`src/jsp_pkg.sv`:
```
//////////////////////////////////////////////////
// Debug serial port shared definitions
// Sizes, register map and debug-side carriers
//////////////////////////////////////////////////

package jsp_pkg;

  //////////////////////////////////////////////////
  // Sizes
  //////////////////////////////////////////////////

  localparam int NUM_CH       = 2;
  localparam int CH_W         = 1;
  // Bytes per FIFO, also the initial receive credit per channel
  localparam int FIFO_DEPTH   = 8;
  localparam int PTR_W        = 3;
  localparam int CNT_W        = 4;
  // Host buffer slots for transmit bytes after reset
  localparam int HOST_CREDITS = 4;
  // Bit 3 picks the channel, bits 2..0 the register
  localparam int APB_ADDR_W   = 4;

  //////////////////////////////////////////////////
  // 16550-style register offsets
  //////////////////////////////////////////////////

  localparam logic [2:0] REG_DATA    = 3'd0;
  localparam logic [2:0] REG_IER     = 3'd1;
  localparam logic [2:0] REG_IIR_FCR = 3'd2;
  localparam logic [2:0] REG_LCR     = 3'd3;
  localparam logic [2:0] REG_MCR     = 3'd4;
  localparam logic [2:0] REG_LSR     = 3'd5;
  localparam logic [2:0] REG_MSR     = 3'd6;
  localparam logic [2:0] REG_SCR     = 3'd7;

  // Interrupt identification codes
  localparam logic [7:0] IIR_RX_DATA   = 8'h04;
  localparam logic [7:0] IIR_THR_EMPTY = 8'h02;
  localparam logic [7:0] IIR_NONE      = 8'h01;

  //////////////////////////////////////////////////
  // Carriers
  //////////////////////////////////////////////////

  // One byte on the debug side, either direction
  typedef struct packed {
    logic            valid;
    logic [CH_W-1:0] ch;
    logic [7:0]      data;
  } dbg_byte_t;

  // Receive credits handed back to the host, per channel
  typedef struct packed {
    logic [NUM_CH-1:0][CNT_W-1:0] cnt;
  } credit_ret_t;

  // APB response of one channel
  typedef struct packed {
    logic [7:0] rdata;
    logic       ready;
  } ch_rd_t;

endpackage

```
`src/jsp_apb_mux.sv`:
```
//////////////////////////////////////////////////
// APB4 channel decoder
// Channel select from PADDR and response return
//////////////////////////////////////////////////

`timescale 1ns/1ps

module jsp_apb_mux import jsp_pkg::*; (
  input  logic                  PSEL,
  input  logic [APB_ADDR_W-1:0] PADDR,
  input  ch_rd_t [NUM_CH-1:0]   ch_rd_i,
  output logic [NUM_CH-1:0]     sel_o,
  output logic [2:0]            reg_o,
  output logic [7:0]            PRDATA,
  output logic                  PREADY,
  output logic                  PSLVERR
);

  // Address fields
  logic [CH_W-1:0] ch;
  ch_rd_t          rsp;

  //////////////////////////////////////////////////
  // Decode
  //////////////////////////////////////////////////

  // Top bits pick the channel
  assign ch    = PADDR[APB_ADDR_W-1 -: CH_W];
  // Low bits go to every channel
  assign reg_o = PADDR[2:0];

  // One select per channel
  always_comb begin
    sel_o = '0;
    for (int i = 0; i < NUM_CH; i++) begin
      if (PSEL && (ch == CH_W'(i))) begin
        sel_o[i] = 1'b1;
      end
    end
  end

  //////////////////////////////////////////////////
  // Response
  //////////////////////////////////////////////////

  // Addressed channel answers
  assign rsp     = ch_rd_i[ch];
  assign PRDATA  = rsp.rdata;
  assign PREADY  = rsp.ready;

  // No error responses
  assign PSLVERR = 1'b0;

endmodule

```
`src/jsp_byte_fifo.sv`:
```
//////////////////////////////////////////////////
// Byte FIFO
// Circular buffer with occupancy count and clear
//////////////////////////////////////////////////

`timescale 1ns/1ps

module jsp_byte_fifo import jsp_pkg::*; (
  input  logic             PCLK,
  input  logic             PRESETn,
  input  logic             clr_i,
  input  logic             push_i,
  input  logic             pop_i,
  input  logic [7:0]       data_i,
  output logic [7:0]       data_o,
  output logic [CNT_W-1:0] count_o,
  output logic             full_o,
  output logic             empty_o
);

  // Storage
  logic [7:0]       mem [FIFO_DEPTH];
  logic [PTR_W-1:0] wr_ptr;
  logic [PTR_W-1:0] rd_ptr;
  logic [CNT_W-1:0] count;

  // Qualified strobes
  logic             do_push;
  logic             do_pop;

  // Push into full and pop of empty are dropped
  assign do_push = push_i & ~full_o;
  assign do_pop  = pop_i & ~empty_o;

  // Status
  assign full_o  = (count == CNT_W'(FIFO_DEPTH));
  assign empty_o = (count == '0);
  assign count_o = count;

  // Head byte straight from storage
  assign data_o  = mem[rd_ptr];

  // Pointers wrap on their own, depth is a power of two
  always_ff @(posedge PCLK or negedge PRESETn) begin
    if (!PRESETn) begin
      wr_ptr <= '0;
      rd_ptr <= '0;
      count  <= '0;
    end else if (clr_i) begin
      // Clear wins over a same-cycle push or pop
      wr_ptr <= '0;
      rd_ptr <= '0;
      count  <= '0;
    end else begin
      if (do_push) begin
        wr_ptr <= wr_ptr + 1'b1;
      end
      if (do_pop) begin
        rd_ptr <= rd_ptr + 1'b1;
      end
      count <= count + CNT_W'(do_push) - CNT_W'(do_pop);
    end
  end

  // Data array
  always_ff @(posedge PCLK) begin
    if (do_push) begin
      mem[wr_ptr] <= data_i;
    end
  end

endmodule

```
`src/jsp_channel.sv`:
```
//////////////////////////////////////////////////
// Serial port channel
// Rx and tx FIFOs behind a 16550-style register
// window, with IIR, interrupt and credit return
//////////////////////////////////////////////////

`timescale 1ns/1ps

module jsp_channel import jsp_pkg::*; #(
  parameter logic [CH_W-1:0] CH_IDX = '0
) (
  input  logic             PCLK,
  input  logic             PRESETn,
  input  dbg_byte_t        rx_push_i,
  input  logic             tx_pop_i,
  input  logic             sel_i,
  input  logic             enable_i,
  input  logic             write_i,
  input  logic [2:0]       reg_i,
  input  logic [7:0]       wdata_i,
  output ch_rd_t           rd_o,
  output logic [7:0]       tx_data_o,
  output logic             tx_empty_o,
  output logic [CNT_W-1:0] credit_o,
  output logic             int_o
);

  //////////////////////////////////////////////////
  // Signals
  //////////////////////////////////////////////////

  // Rx FIFO, host to software
  logic             rx_push;
  logic             rx_pop;
  logic             rx_clr;
  logic [7:0]       rx_data;
  logic [CNT_W-1:0] rx_count;
  logic             rx_empty;

  // Tx FIFO, software to host
  logic             tx_push;
  logic             tx_clr;
  logic [CNT_W-1:0] tx_count;
  logic             tx_full;
  logic             tx_empty;

  // Bus decode
  logic             ready;
  logic             acc_wr;
  logic             acc_rd;
  logic             fcr_wr;
  logic             iir_rd;
  logic             tx_drained;

  // Registers
  logic [1:0]       ier;
  logic [7:0]       lcr;
  logic [7:0]       scr;
  logic             thr_arm;
  logic [CNT_W-1:0] credit_q;
  logic [7:0]       iir;
  logic [7:0]       lsr;

  //////////////////////////////////////////////////
  // Access decode
  //////////////////////////////////////////////////

  // Only a THR write into a full tx FIFO waits
  assign ready   = ~(write_i & (reg_i == REG_DATA) & tx_full);
  assign acc_wr  = sel_i & enable_i & write_i & ready;
  assign acc_rd  = sel_i & enable_i & ~write_i;

  // FIFO strobes, all in the access phase
  assign tx_push = acc_wr & (reg_i == REG_DATA);
  assign rx_pop  = acc_rd & (reg_i == REG_DATA);
  assign fcr_wr  = acc_wr & (reg_i == REG_IIR_FCR);
  assign iir_rd  = acc_rd & (reg_i == REG_IIR_FCR);

  // FCR bit 1 clears rx, bit 2 clears tx
  assign rx_clr  = fcr_wr & wdata_i[1];
  assign tx_clr  = fcr_wr & wdata_i[2];

  // Host byte addressed to this channel
  assign rx_push = rx_push_i.valid & (rx_push_i.ch == CH_IDX);

  //////////////////////////////////////////////////
  // FIFOs
  //////////////////////////////////////////////////

  jsp_byte_fifo i_rx_fifo (
    .PCLK    (PCLK),
    .PRESETn (PRESETn),
    .clr_i   (rx_clr),
    .push_i  (rx_push),
    .pop_i   (rx_pop),
    .data_i  (rx_push_i.data),
    .data_o  (rx_data),
    .count_o (rx_count),
    .full_o  (),
    .empty_o (rx_empty)
  );

  jsp_byte_fifo i_tx_fifo (
    .PCLK    (PCLK),
    .PRESETn (PRESETn),
    .clr_i   (tx_clr),
    .push_i  (tx_push),
    .pop_i   (tx_pop_i),
    .data_i  (wdata_i),
    .data_o  (tx_data_o),
    .count_o (tx_count),
    .full_o  (tx_full),
    .empty_o (tx_empty)
  );

  assign tx_empty_o = tx_empty;

  //////////////////////////////////////////////////
  // Writable registers
  //////////////////////////////////////////////////

  always_ff @(posedge PCLK or negedge PRESETn) begin
    if (!PRESETn) begin
      ier <= '0;
      lcr <= '0;
      scr <= '0;
    end else if (acc_wr) begin
      case (reg_i)
        REG_IER: ier <= wdata_i[1:0];
        // No divisor latch, LCR is plain storage
        REG_LCR: lcr <= wdata_i;
        REG_SCR: scr <= wdata_i;
        default: begin
        end
      endcase
    end
  end

  // Last byte leaving the tx FIFO
  assign tx_drained = tx_pop_i & (tx_count == CNT_W'(1));

  // THR empty arm bit, set wins over the IIR read clear
  always_ff @(posedge PCLK or negedge PRESETn) begin
    if (!PRESETn) begin
      thr_arm <= 1'b0;
    end else if (tx_push || tx_drained) begin
      thr_arm <= 1'b1;
    end else if (iir_rd && rx_empty) begin
      thr_arm <= 1'b0;
    end
  end

  // Credits back to the host, one cycle after the pop or clear
  // A byte pushed during a clear is discarded too
  always_ff @(posedge PCLK or negedge PRESETn) begin
    if (!PRESETn) begin
      credit_q <= '0;
    end else if (rx_clr) begin
      credit_q <= rx_count + CNT_W'(rx_push);
    end else if (rx_pop && !rx_empty) begin
      credit_q <= CNT_W'(1);
    end else begin
      credit_q <= '0;
    end
  end

  assign credit_o = credit_q;

  //////////////////////////////////////////////////
  // Status, interrupt and read data
  //////////////////////////////////////////////////

  // Rx data outranks THR empty
  always_comb begin
    if (!rx_empty) begin
      iir = IIR_RX_DATA;
    end else if (thr_arm && tx_empty) begin
      iir = IIR_THR_EMPTY;
    end else begin
      iir = IIR_NONE;
    end
  end

  // Bit 0 data ready, bits 5 and 6 transmitter empty
  assign lsr   = {1'b0, tx_empty, tx_empty, 4'b0000, ~rx_empty};

  assign int_o = (~rx_empty & ier[0]) | (thr_arm & tx_empty & ier[1]);

  always_comb begin
    rd_o.ready = ready;
    case (reg_i)
      REG_DATA:    rd_o.rdata = rx_data;
      REG_IER:     rd_o.rdata = {6'b0, ier};
      REG_IIR_FCR: rd_o.rdata = iir;
      REG_LCR:     rd_o.rdata = lcr;
      REG_LSR:     rd_o.rdata = lsr;
      REG_SCR:     rd_o.rdata = scr;
      // MCR and MSR not implemented
      default:     rd_o.rdata = 8'h00;
    endcase
  end

endmodule

```
`src/jsp_dbg_port.sv`:
```
//////////////////////////////////////////////////
// Debug-side router
// Host bytes out to channels, tx bytes back to
// the host round-robin under host credits
//////////////////////////////////////////////////

`timescale 1ns/1ps

module jsp_dbg_port import jsp_pkg::*; (
  input  logic                   PCLK,
  input  logic                   PRESETn,
  input  dbg_byte_t              dbg_tx_i,
  input  logic                   dbg_rx_credit_i,
  input  logic [NUM_CH-1:0][7:0] tx_data_i,
  input  logic [NUM_CH-1:0]      tx_empty_i,
  output dbg_byte_t              rx_push_o,
  output logic [NUM_CH-1:0]      tx_pop_o,
  output dbg_byte_t              dbg_rx_o
);

  // Host side state
  dbg_byte_t        rx_push_q;
  dbg_byte_t        dbg_rx_q;
  logic [CNT_W-1:0] host_cred_q;

  // Arbiter
  logic [CH_W-1:0]  rr_q;
  logic [CH_W-1:0]  cand;
  logic [CH_W-1:0]  pick;
  logic             found;
  logic             issue;

  //////////////////////////////////////////////////
  // Host to channels
  //////////////////////////////////////////////////

  // Every channel sees this, each keeps its own bytes
  always_ff @(posedge PCLK or negedge PRESETn) begin
    if (!PRESETn) begin
      rx_push_q <= '0;
    end else begin
      rx_push_q <= dbg_tx_i;
    end
  end

  assign rx_push_o = rx_push_q;

  //////////////////////////////////////////////////
  // Channels to host
  //////////////////////////////////////////////////

  // First non-empty tx FIFO starting at the pointer
  always_comb begin
    found = 1'b0;
    pick  = rr_q;
    cand  = rr_q;
    for (int i = 0; i < NUM_CH; i++) begin
      cand = CH_W'((int'(rr_q) + i) % NUM_CH);
      if (!found && !tx_empty_i[cand]) begin
        found = 1'b1;
        pick  = cand;
      end
    end
  end

  // At most one byte per cycle, only with a host slot free
  assign issue = found & (host_cred_q != '0);

  always_comb begin
    tx_pop_o = '0;
    if (issue) begin
      tx_pop_o[pick] = 1'b1;
    end
  end

  // Credit counter, pointer and output byte
  always_ff @(posedge PCLK or negedge PRESETn) begin
    if (!PRESETn) begin
      host_cred_q <= CNT_W'(HOST_CREDITS);
      rr_q        <= '0;
      dbg_rx_q    <= '0;
    end else begin
      host_cred_q    <= host_cred_q + CNT_W'(dbg_rx_credit_i) - CNT_W'(issue);
      dbg_rx_q.valid <= issue;
      if (issue) begin
        // Next turn goes to the channel after the winner
        rr_q          <= CH_W'((int'(pick) + 1) % NUM_CH);
        dbg_rx_q.ch   <= pick;
        dbg_rx_q.data <= tx_data_i[pick];
      end
    end
  end

  assign dbg_rx_o = dbg_rx_q;

endmodule

```
`src/jsp_top.sv`:
```
//////////////////////////////////////////////////
// Two-channel debug serial port
// Debug port, channels and APB decoder
//////////////////////////////////////////////////

`timescale 1ns/1ps

module jsp_top import jsp_pkg::*; (
  input  logic                  PCLK,
  input  logic                  PRESETn,
  // APB4 slave
  input  logic                  PSEL,
  input  logic                  PENABLE,
  input  logic                  PWRITE,
  input  logic [APB_ADDR_W-1:0] PADDR,
  input  logic [7:0]            PWDATA,
  output logic [7:0]            PRDATA,
  output logic                  PREADY,
  output logic                  PSLVERR,
  // Debug host
  input  dbg_byte_t             dbg_tx_i,
  input  logic                  dbg_rx_credit_i,
  output dbg_byte_t             dbg_rx_o,
  output credit_ret_t           credit_o,
  output logic                  int_o
);

  // Debug port to channels
  dbg_byte_t                    rx_push;
  logic [NUM_CH-1:0]            tx_pop;
  logic [NUM_CH-1:0][7:0]       tx_data;
  logic [NUM_CH-1:0]            tx_empty;

  // APB decoder to channels
  logic [NUM_CH-1:0]            sel;
  logic [2:0]                   reg_sel;
  ch_rd_t [NUM_CH-1:0]          ch_rd;

  // Per-channel outputs
  logic [NUM_CH-1:0][CNT_W-1:0] ch_credit;
  logic [NUM_CH-1:0]            ch_int;

  jsp_dbg_port i_dbg_port (
    .PCLK            (PCLK),
    .PRESETn         (PRESETn),
    .dbg_tx_i        (dbg_tx_i),
    .dbg_rx_credit_i (dbg_rx_credit_i),
    .tx_data_i       (tx_data),
    .tx_empty_i      (tx_empty),
    .rx_push_o       (rx_push),
    .tx_pop_o        (tx_pop),
    .dbg_rx_o        (dbg_rx_o)
  );

  // Identical channels
  for (genvar g = 0; g < NUM_CH; g++) begin : g_ch
    jsp_channel #(
      .CH_IDX (CH_W'(g))
    ) i_channel (
      .PCLK       (PCLK),
      .PRESETn    (PRESETn),
      .rx_push_i  (rx_push),
      .tx_pop_i   (tx_pop[g]),
      .sel_i      (sel[g]),
      .enable_i   (PENABLE),
      .write_i    (PWRITE),
      .reg_i      (reg_sel),
      .wdata_i    (PWDATA),
      .rd_o       (ch_rd[g]),
      .tx_data_o  (tx_data[g]),
      .tx_empty_o (tx_empty[g]),
      .credit_o   (ch_credit[g]),
      .int_o      (ch_int[g])
    );
  end

  jsp_apb_mux i_apb_mux (
    .PSEL    (PSEL),
    .PADDR   (PADDR),
    .ch_rd_i (ch_rd),
    .sel_o   (sel),
    .reg_o   (reg_sel),
    .PRDATA  (PRDATA),
    .PREADY  (PREADY),
    .PSLVERR (PSLVERR)
  );

  // Combined interrupt and credit bundle
  assign int_o        = |ch_int;
  assign credit_o.cnt = ch_credit;

endmodule

```
`config.mk`:
```
export PLATFORM = sky130hd
export DESIGN_NAME = jsp_top
export DESIGN_NICKNAME = d
export VERILOG_FILES = /design/src/jsp_pkg.sv /design/src/jsp_apb_mux.sv /design/src/jsp_byte_fifo.sv /design/src/jsp_channel.sv /design/src/jsp_dbg_port.sv /design/src/jsp_top.sv
export SDC_FILE = /design/constraint.sdc
export NUM_CORES = 1
export LEC_CHECK = 0
export ABC_AREA = 1
export BUFFER_PORTS_ARGS = -buffer_cell sky130_fd_sc_hd__buf_2
export CAP_MARGIN = 10
export CORE_MARGIN = 2
export CORE_UTILIZATION = 40
export DETAILED_ROUTE_END_ITERATION = 10
export GPL_ROUTABILITY_DRIVEN = 0
export GPL_TIMING_DRIVEN = 0
export PLACE_DENSITY = 0.65
export SLEW_MARGIN = 20
export SYNTH_ARGS = -nofsm -noshare
export SYNTH_HDL_FRONTEND = slang
export SYNTH_SLANG_ARGS = --single-unit
export TNS_END_PERCENT = 30
```
`constraint.sdc`:
```
create_clock -name PCLK -period 2.8 [get_ports PCLK]
set_input_delay 0.14 -clock PCLK [delete_from_list [all_inputs] [get_ports PCLK]]
set_output_delay 0.14 -clock PCLK [all_outputs]
set_load 0.005 [all_outputs]
```
; ---- Word-level counts from Yosys, hierarchy flattened
; Memories as Yosys holds them, arrays and structs flattened.
; Cells that the tools add are included.
[classes]
n_addsub = 22
magnitude_cmp = 5
n_eq_ne = 11
mux = 58
n_bitwise = 57
n_reduce_logical = 38
[ops]
columns = cell, count
row1 = 8-bit case mux with 6 select lines, 2
row2 = 3-bit 2-to-1 mux, 16
row3 = 1-bit bitwise AND, 42
row4 = 8-bit 2-to-1 mux, 4
row5 = 4-bit by 1-bit adder with 4-bit output, 7
row6 = "3-bit by 1-bit adder with 3-bit output, second input constant", 8
row7 = 1-bit 2-to-1 mux, 24
row8 = 4-bit 2-to-1 mux, 6
row9 = 2-bit nonzero test, 10
row10 = 4-bit by 1-bit subtractor with 4-bit output, 5
row11 = 9-bit 2-to-1 mux, 2
row12 = "4-bit equality test, second input constant", 4
row13 = 4-bit zero test, 4
row14 = 1-bit NOT, 13
row15 = 2-bit AND reduction, 6
row16 = 1-bit logical AND, 10
row17 = "4-bit by 1-bit equality test with 1-bit output, second input constant", 2
row18 = "1-bit by 2-bit less-than comparator with 1-bit output, second input constant", 4
row19 = "3-bit by 2-bit equality test with 1-bit output, second input constant", 2
row20 = "3-bit equality test, second input constant", 2
row21 = 2-bit 2-to-1 mux, 3
row22 = 4-bit nonzero test, 1
row23 = "3-bit by 1-bit equality test with 1-bit output, second input constant", 1
row24 = 1-bit zero test, 3
row25 = other kinds (7), 10
[word_totals]
reg_bits = 111
mem_bits_rw = 256
input_bits = 28
output_inout_bits = 29
word_cells = 225
mem_count = 4
[memory_table]
columns = memory, depth, word_bits, rd, rd_clocked_by_memory_dff, wr, line
row1 = g_ch[0].i_channel.i_rx_fifo.mem, 8, 8, 1, 0, 1, jsp_byte_fifo.sv:22  ; logic [7:0] mem [FIFO_DEPTH];
row2 = g_ch[0].i_channel.i_tx_fifo.mem, 8, 8, 1, 0, 1, jsp_byte_fifo.sv:22
row3 = g_ch[1].i_channel.i_rx_fifo.mem, 8, 8, 1, 0, 1, jsp_byte_fifo.sv:22
row4 = g_ch[1].i_channel.i_tx_fifo.mem, 8, 8, 1, 0, 1, jsp_byte_fifo.sv:22

; ---- Longest topological paths before layout
[depth]
word_depth = 14
ltp_mapped = 14
mapped_depth_nobuf = 14

; ---- Hierarchy
; Synthesis repeated with hierarchy kept, for this count alone.
[hier_totals]
cells_unflattened = 1956
hier_area_um2 = 17984.7
[modules_own_cells]
columns = mod, instances, cells_each, area_each_um2, seq_area_each_um2
row1 = jsp_byte_fifo at g_ch[0].i_channel.i_rx_fifo ..., 2, 366, 3542.1, 2172.1
row2 = jsp_byte_fifo at g_ch[1].i_channel.i_rx_fifo ..., 2, 366, 3509.6, 2172.1
row3 = jsp_channel, 2, 178, 1311.3, 575.6
row4 = jsp_dbg_port, 1, 95, 1082.3, 626.9
row5 = jsp_apb_mux, 1, 38, 165.2, 0.0
row6 = jsp_top, 1, 3, 11.3, 0.0

; ---- Worst setup path after synthesis
; No wires, ideal clock.
[synth_path]
kind = reg2reg
start = register g_ch[1].i_channel.i_tx_fifo.count[2]
end = register i_dbg_port.host_cred_q[2]
setup_time_ns = 0.081
arrival_ns = 2.339
t_required_ns = 2.719
path_slack_ns = 0.380
stages_incl_launch_ff = 12
path_buffers = 1
period_less_slack_ns = 2.420
cell_sequence = dfrtp_1 -> inv_1 -> ha_1 -> nand2_1 -> o21ai_0 -> buf_2 -> clkinv_1 -> ha_1 -> inv_1 -> ha_1 -> fa_1 -> xor2_1
[synth_via]
elab_chain_cells = 8
word_cells_on_any_way = 11
classes_between = add/sub: 1 / mux: 6 / bitwise: 1 / reduce/logical: 3
[synth_lines]
columns = item, line
row1 = "start, declared", jsp_byte_fifo.sv:25  ; logic [CNT_W-1:0] count;
row2 = "start signal, assigned", jsp_byte_fifo.sv:61  ; count <= count + CNT_W'(do_push) - CNT_W'(do_pop);
row3 = 4-bit zero test (*), jsp_byte_fifo.sv:37  ; assign empty_o = (count == '0);
row4 = 1-bit 2-to-1 mux (implied by the code) (2 in series), jsp_dbg_port.sv:59  ; if (!found && !tx_empty_i[cand]) begin
row5 = 1-bit zero test, jsp_dbg_port.sv:59
row6 = 1-bit logical AND, jsp_dbg_port.sv:59
row7 = 1-bit 2-to-1 mux (*), jsp_dbg_port.sv:59
row8 = 1-bit bitwise AND (*), jsp_dbg_port.sv:67  ; assign issue = found & (host_cred_q != '0);
row9 = named net i_dbg_port.issue, jsp_dbg_port.sv:31  ; logic issue;
row10 = 4-bit by 1-bit subtractor with 4-bit output (*), jsp_dbg_port.sv:83  ; host_cred_q <= host_cred_q + CNT_W'(dbg_rx_credit_i) - CNT_W'(issue);
row11 = "end signal, assigned", jsp_dbg_port.sv:79  ; host_cred_q <= CNT_W'(HOST_CREDITS);
row12 = "end signal, assigned", jsp_dbg_port.sv:83
row13 = "end, declared", jsp_dbg_port.sv:24  ; logic [CNT_W-1:0] host_cred_q;
; The timed path passes the listed nets; every way through them passes the cells marked *. The select of a mux whose other input is x is not followed.
; A chain may end at the register's enable or synchronous reset.

; ---- Final worst setup path
[layout_path]
start = register g_ch[1].i_channel.i_rx_fifo.count[2]
end = output port PRDATA[1]
[layout_via]
elab_chain_cells = 5
[layout_lines]
columns = item, line
row1 = "start, declared", jsp_byte_fifo.sv:25
row2 = "start signal, assigned", jsp_byte_fifo.sv:61
row3 = 4-bit zero test, jsp_byte_fifo.sv:37
row4 = 8-bit 2-to-1 mux, jsp_channel.sv:175  ; if (!rx_empty) begin
row5 = 8-bit case mux with 6 select lines, jsp_channel.sv:191  ; case (reg_i)
row6 = 9-bit 2-to-1 mux (implied by the code) (2 in series), jsp_apb_mux.sv:47  ; assign rsp = ch_rd_i[ch];
row7 = "end, declared", jsp_top.sv:17  ; output logic [7:0] PRDATA,
; No other way between the ends. The select of a mux whose other input is x is not followed.

==> impl_metrics.env <==
export IMPL_wl_mm=39.6
export IMPL_grt_antenna_before_repair=1
export IMPL_synth_cells=1779
export IMPL_avgSynthCellArea_um2=9.49
export IMPL_worstPathRequired_ns=2.66
export IMPL_synth_top_area_share=0.456
export IMPL_drv_slew=0
export IMPL_start_util=0.404
export IMPL_syn_area_um2=16900
export IMPL_die_h_um=209
export IMPL_cts_reportedPaths_clkPinSlew_ns=0.06
export IMPL_hold_path_depth=3
export IMPL_nNetsFinal=1961
export IMPL_drive_gt1_frac=0.0830
export IMPL_critPathMaxFanout=5
export IMPL_finalNonFillerCells=2455
export IMPL_routedWlPerCell_um=16.1
export IMPL_cp_common_cell="nor2_1"
export IMPL_timing_clock_skew_ns=0.0201
export IMPL_crit_path_start_kind="register"
export IMPL_finalHoldViolCount=0
export IMPL_layout_area_overhead_vs_synth_pct=14.4
export IMPL_rows=75
export IMPL_ios=57
export IMPL_seq_area_frac_synth=0.620
export IMPL_synth_seq_cells=367
export IMPL_yosys_area_top_type="edfxtp_1"
export IMPL_diodes=0
export IMPL_place_area_um2=17800
export IMPL_min_to="g_ch[1].i_channel.scr[7]$_DFFE_PN0P_"
export IMPL_drc=0
export IMPL_worst_slew_pin_slew_ns=0.906
export IMPL_rsz0062_at_grt="yes"
export IMPL_grt_pass1_vias=11500
export IMPL_cp_slowest_cell="dfrtp_1"
export IMPL_fill_cells=3857
export IMPL_hold_class="in2reg"
export IMPL_cts_buffers=40
export IMPL_grt_max_degree=65
export IMPL_critPathLaunch="g_ch[1].i_channel.i_rx_fifo.count_o[2]$_DFF_PN0_"
export IMPL_r2r_cells=14
export IMPL_min_from="PWDATA[7]"
export IMPL_post_route_period_util=0.935
export IMPL_antenna_left=0
export IMPL_clockBufferDepth=3
export IMPL_outcome="complete, no violations"
export IMPL_dp_cells=2371
export IMPL_setup_worst_path_class="reg2out"
export IMPL_clk_latency_ns=0.55
export IMPL_worstReg2RegEnd="g_ch[0].i_channel.i_tx_fifo.count_o[2]$_DFF_PN0_"
export IMPL_rrSetupSlack_ns=0.20
export IMPL_grt_use_total=0.183
export IMPL_cts_sinks=367
export IMPL_yosysWarningCount=0
export IMPL_synth_fp_nets=1855
export IMPL_fp_dieArea_um2=43900
export IMPL_rr_startpoint="g_ch[0].i_channel.i_tx_fifo.count_o[2]$_DFF_PN0_"
export IMPL_hpwl_mm=26.9
export IMPL_synth_edf_count=256
export IMPL_chipWidth_um=209
export IMPL_relSlewSlack=0.394
export IMPL_peakVddDrop_mv=0.522
export IMPL_p_leak_nw=8.83
export IMPL_ys_types=35
export IMPL_cts_tree="yes"
export IMPL_endpoint_kind="output port"
export IMPL_maxCapViolCount=0
export IMPL_fin_area_um2=19300
export IMPL_dr_pass1_iters=5
export IMPL_setup_viol_count_final=0
export IMPL_viasPerCell=4.88
export IMPL_synth_flop_cell="edfxtp_1"
export IMPL_fin_crit_ns=2.62
export IMPL_grt_remaining_overflow=0
export IMPL_grt_pass1_wl_mm=62.7
export IMPL_vias=12000
export IMPL_portBuffers=52
export IMPL_timing_fmax_ghz=0.382
export IMPL_arrival_ns=2.48
export IMPL_cts_root_buffer="clkbuf_16"
export IMPL_synthArstFlopShare=0.302
export IMPL_ys_top_cells_by_area="edfxtp_1, dfrtp_1, nand2_1"
export IMPL_max_stage_delay_ns=0.40
export IMPL_worstPathCellList="inv_1 -> ha_1 -> nand3_1 -> nor2_1 -> inv_1 -> nor2_1 -> nor2_1 -> nand2_1 -> inv_1 -> nor2_1 -> buf_2"
export IMPL_cts_max_level=2
export IMPL_coreArea_um2=41800
export IMPL_drt_iter0_drc=830
export IMPL_power_density_nw_per_um2=885
## layout by cell type (no fill, tap or decap), types with 3 or more instances in the layout
cell	netlist	routed
nand2_1	543	542
inv_1	288	287
edfxtp_1	256	256
nand3_1	223	222
dfrtp_1	110	110
nor2_1	107	105
buf_2	16	66
clkbuf_1	39	46
ha_1	43	43
clkbuf_16	0	41
o21ai_0	28	27
o21ai_1	27	27
xor2_1	14	14
dlygate4sd3_1	0	13
nand4_1	11	11
a21oi_1	11	11
clkinv_1	4	6
buf_1	6	6
nor3_1	6	6
o22a_1	6	6
nor2_2	5	6
clkbuf_2	0	5
nand3_2	4	5
fa_1	5	5
buf_4	4	4
inv_2	3	4
nand3b_1	4	4
clkbuf_8	0	4
xnor2_1	3	3
nor2_4	2	3
clkinv_2	0	3
clkinvlp_4	0	3
bufinv_16	0	3
## how the worst max path moves through the flow
| stage | end | slack [ns] | depth (start not counted) |
|---|---|---|---|
| global placement | i_dbg_port.host_cred_q[2]$_DFF_PN1_ | -0.12 | 11 |
| floorplan | i_dbg_port.host_cred_q[2]$_DFF_PN1_ | 0.38 | 11 |
| global route | PRDATA[0] | -0.003 | 11 |
| CTS | i_dbg_port.host_cred_q[2]$_DFF_PN1_ | -0.003 | 11 |
| finish | PRDATA[1] | 0.18 | 11 |
| detailed placement | i_dbg_port.host_cred_q[2]$_DFF_PN1_ | -0.16 | 11 |
## where the power goes
| group | internal, W | total [W] | switching, W |
|---|---|---|---|
| Combinational | 0.00171 | 0.00505 | 0.00334 |
| Sequential | 0.00646 | 0.00681 | 0.000348 |
| Clock | 0.00309 | 0.00522 | 0.00212 |
| Total | 0.0113 | 0.0171 | 0.00581 |
## metal layers
layer / routed length (um) / track usage / up-vias
li1: - / - / 5904
met1: 17500 / 0.246 / 5672
met2: 18900 / 0.309 / 335
met3: 2350 / 0.0307 / 68
met4: 845 / 0.0490 / 2
met5: 14 / 0 / -
## per-stage QoR
step	power (W)	setup TNS, ns	utilization	worst slack [ns]	hold WS [ns]
3_5_place_dp	0.0119	-0.376	0.427	-0.159	0.195
2_1_floorplan	0.0104	0	-	0.380	-0.156
4_1_cts	0.0171	-0.00299	0.462	-0.00299	0.0173
3_3_place_gp	0.0117	-0.200	0.427	-0.118	0.247
6_report	0.0171	0	0.462	0.182	0.0333
5_1_grt	0.0182	-0.00306	0.462	-0.00306	0.0300
## registers in the layout, indices dropped and copies added, names as in the netlist
register / flops
g_ch.i_channel.i_rx_fifo.wr_ptr: 6
g_ch.i_channel.i_rx_fifo.mem: 128
i_dbg_port.dbg_rx_o: 10
g_ch.i_channel.thr_arm: 2
g_ch.i_channel.credit_o: 8
g_ch.i_channel.scr: 16
i_dbg_port.rr_q: 1
g_ch.i_channel.i_rx_fifo.count_o: 8
i_dbg_port.host_cred_q: 4
g_ch.i_channel.i_tx_fifo.wr_ptr: 6
g_ch.i_channel.i_tx_fifo.rd_ptr: 6
g_ch.i_channel.i_tx_fifo.count_o: 8
g_ch.i_channel.i_rx_fifo.rd_ptr: 6
g_ch.i_channel.i_tx_fifo.mem: 128
g_ch.i_channel.ier: 4
g_ch.i_channel.lcr: 16
i_dbg_port.rx_push_o: 10
## kinds of logic (layout without fill, tap and decap cells)
logic type      after synthesis  in the layout  share of synthesized area
fa+ha+maj                    48             48                     0.0378
other cells                   1              1                   0.000222
compound gates               77             77                     0.0248
simple gates                909            909                      0.226
flops                       367            367                      0.620
xor+xnor                     17             17                    0.00882
buf+inv                     360            497                     0.0821
## synthesized netlist by cell type, types with 5 or more instances
cell / count
nand4_1: 11
nor3_1: 6
ha_1: 43
inv_1: 288
dfrtp_1: 110
o22a_1: 6
nand2_1: 543
edfxtp_1: 256
buf_2: 16
nor2_2: 5
o21ai_1: 27
o21ai_0: 28
buf_1: 6
clkbuf_1: 39
xor2_1: 14
nor2_1: 107
nand3_1: 223
a21oi_1: 11
fa_1: 5
## what timing repair did
item	CTS	global route
setup buffers	0	0
pin swaps	0	0
gates cloned	0	0
hold endpoints to repair	74	0
resized for setup	3	18
hold buffers	13	0
endpoints found under the setup margin	6	17
## worst max-delay path: cells and delay by family (launching register included)
family        cells  cell delay, ns
fa+ha+maj         1            0.16
buf+inv           4            0.39
flops             1            0.40
simple gates      6            0.99
## area by class of cell
class                   count  area (um^2)  share of cell area
plain buffers              63          280              0.0145
inverters                 295         1110              0.0575
clock inverters            14          164             0.00849
well taps                 539          674              0.0349
flip-flops and latches    367        10500               0.542
clock buffers              59         1130              0.0587
multi-input cells        1052         5050               0.262
repair buffers             66          424              0.0220
Power figures use the tool's default switching activity.
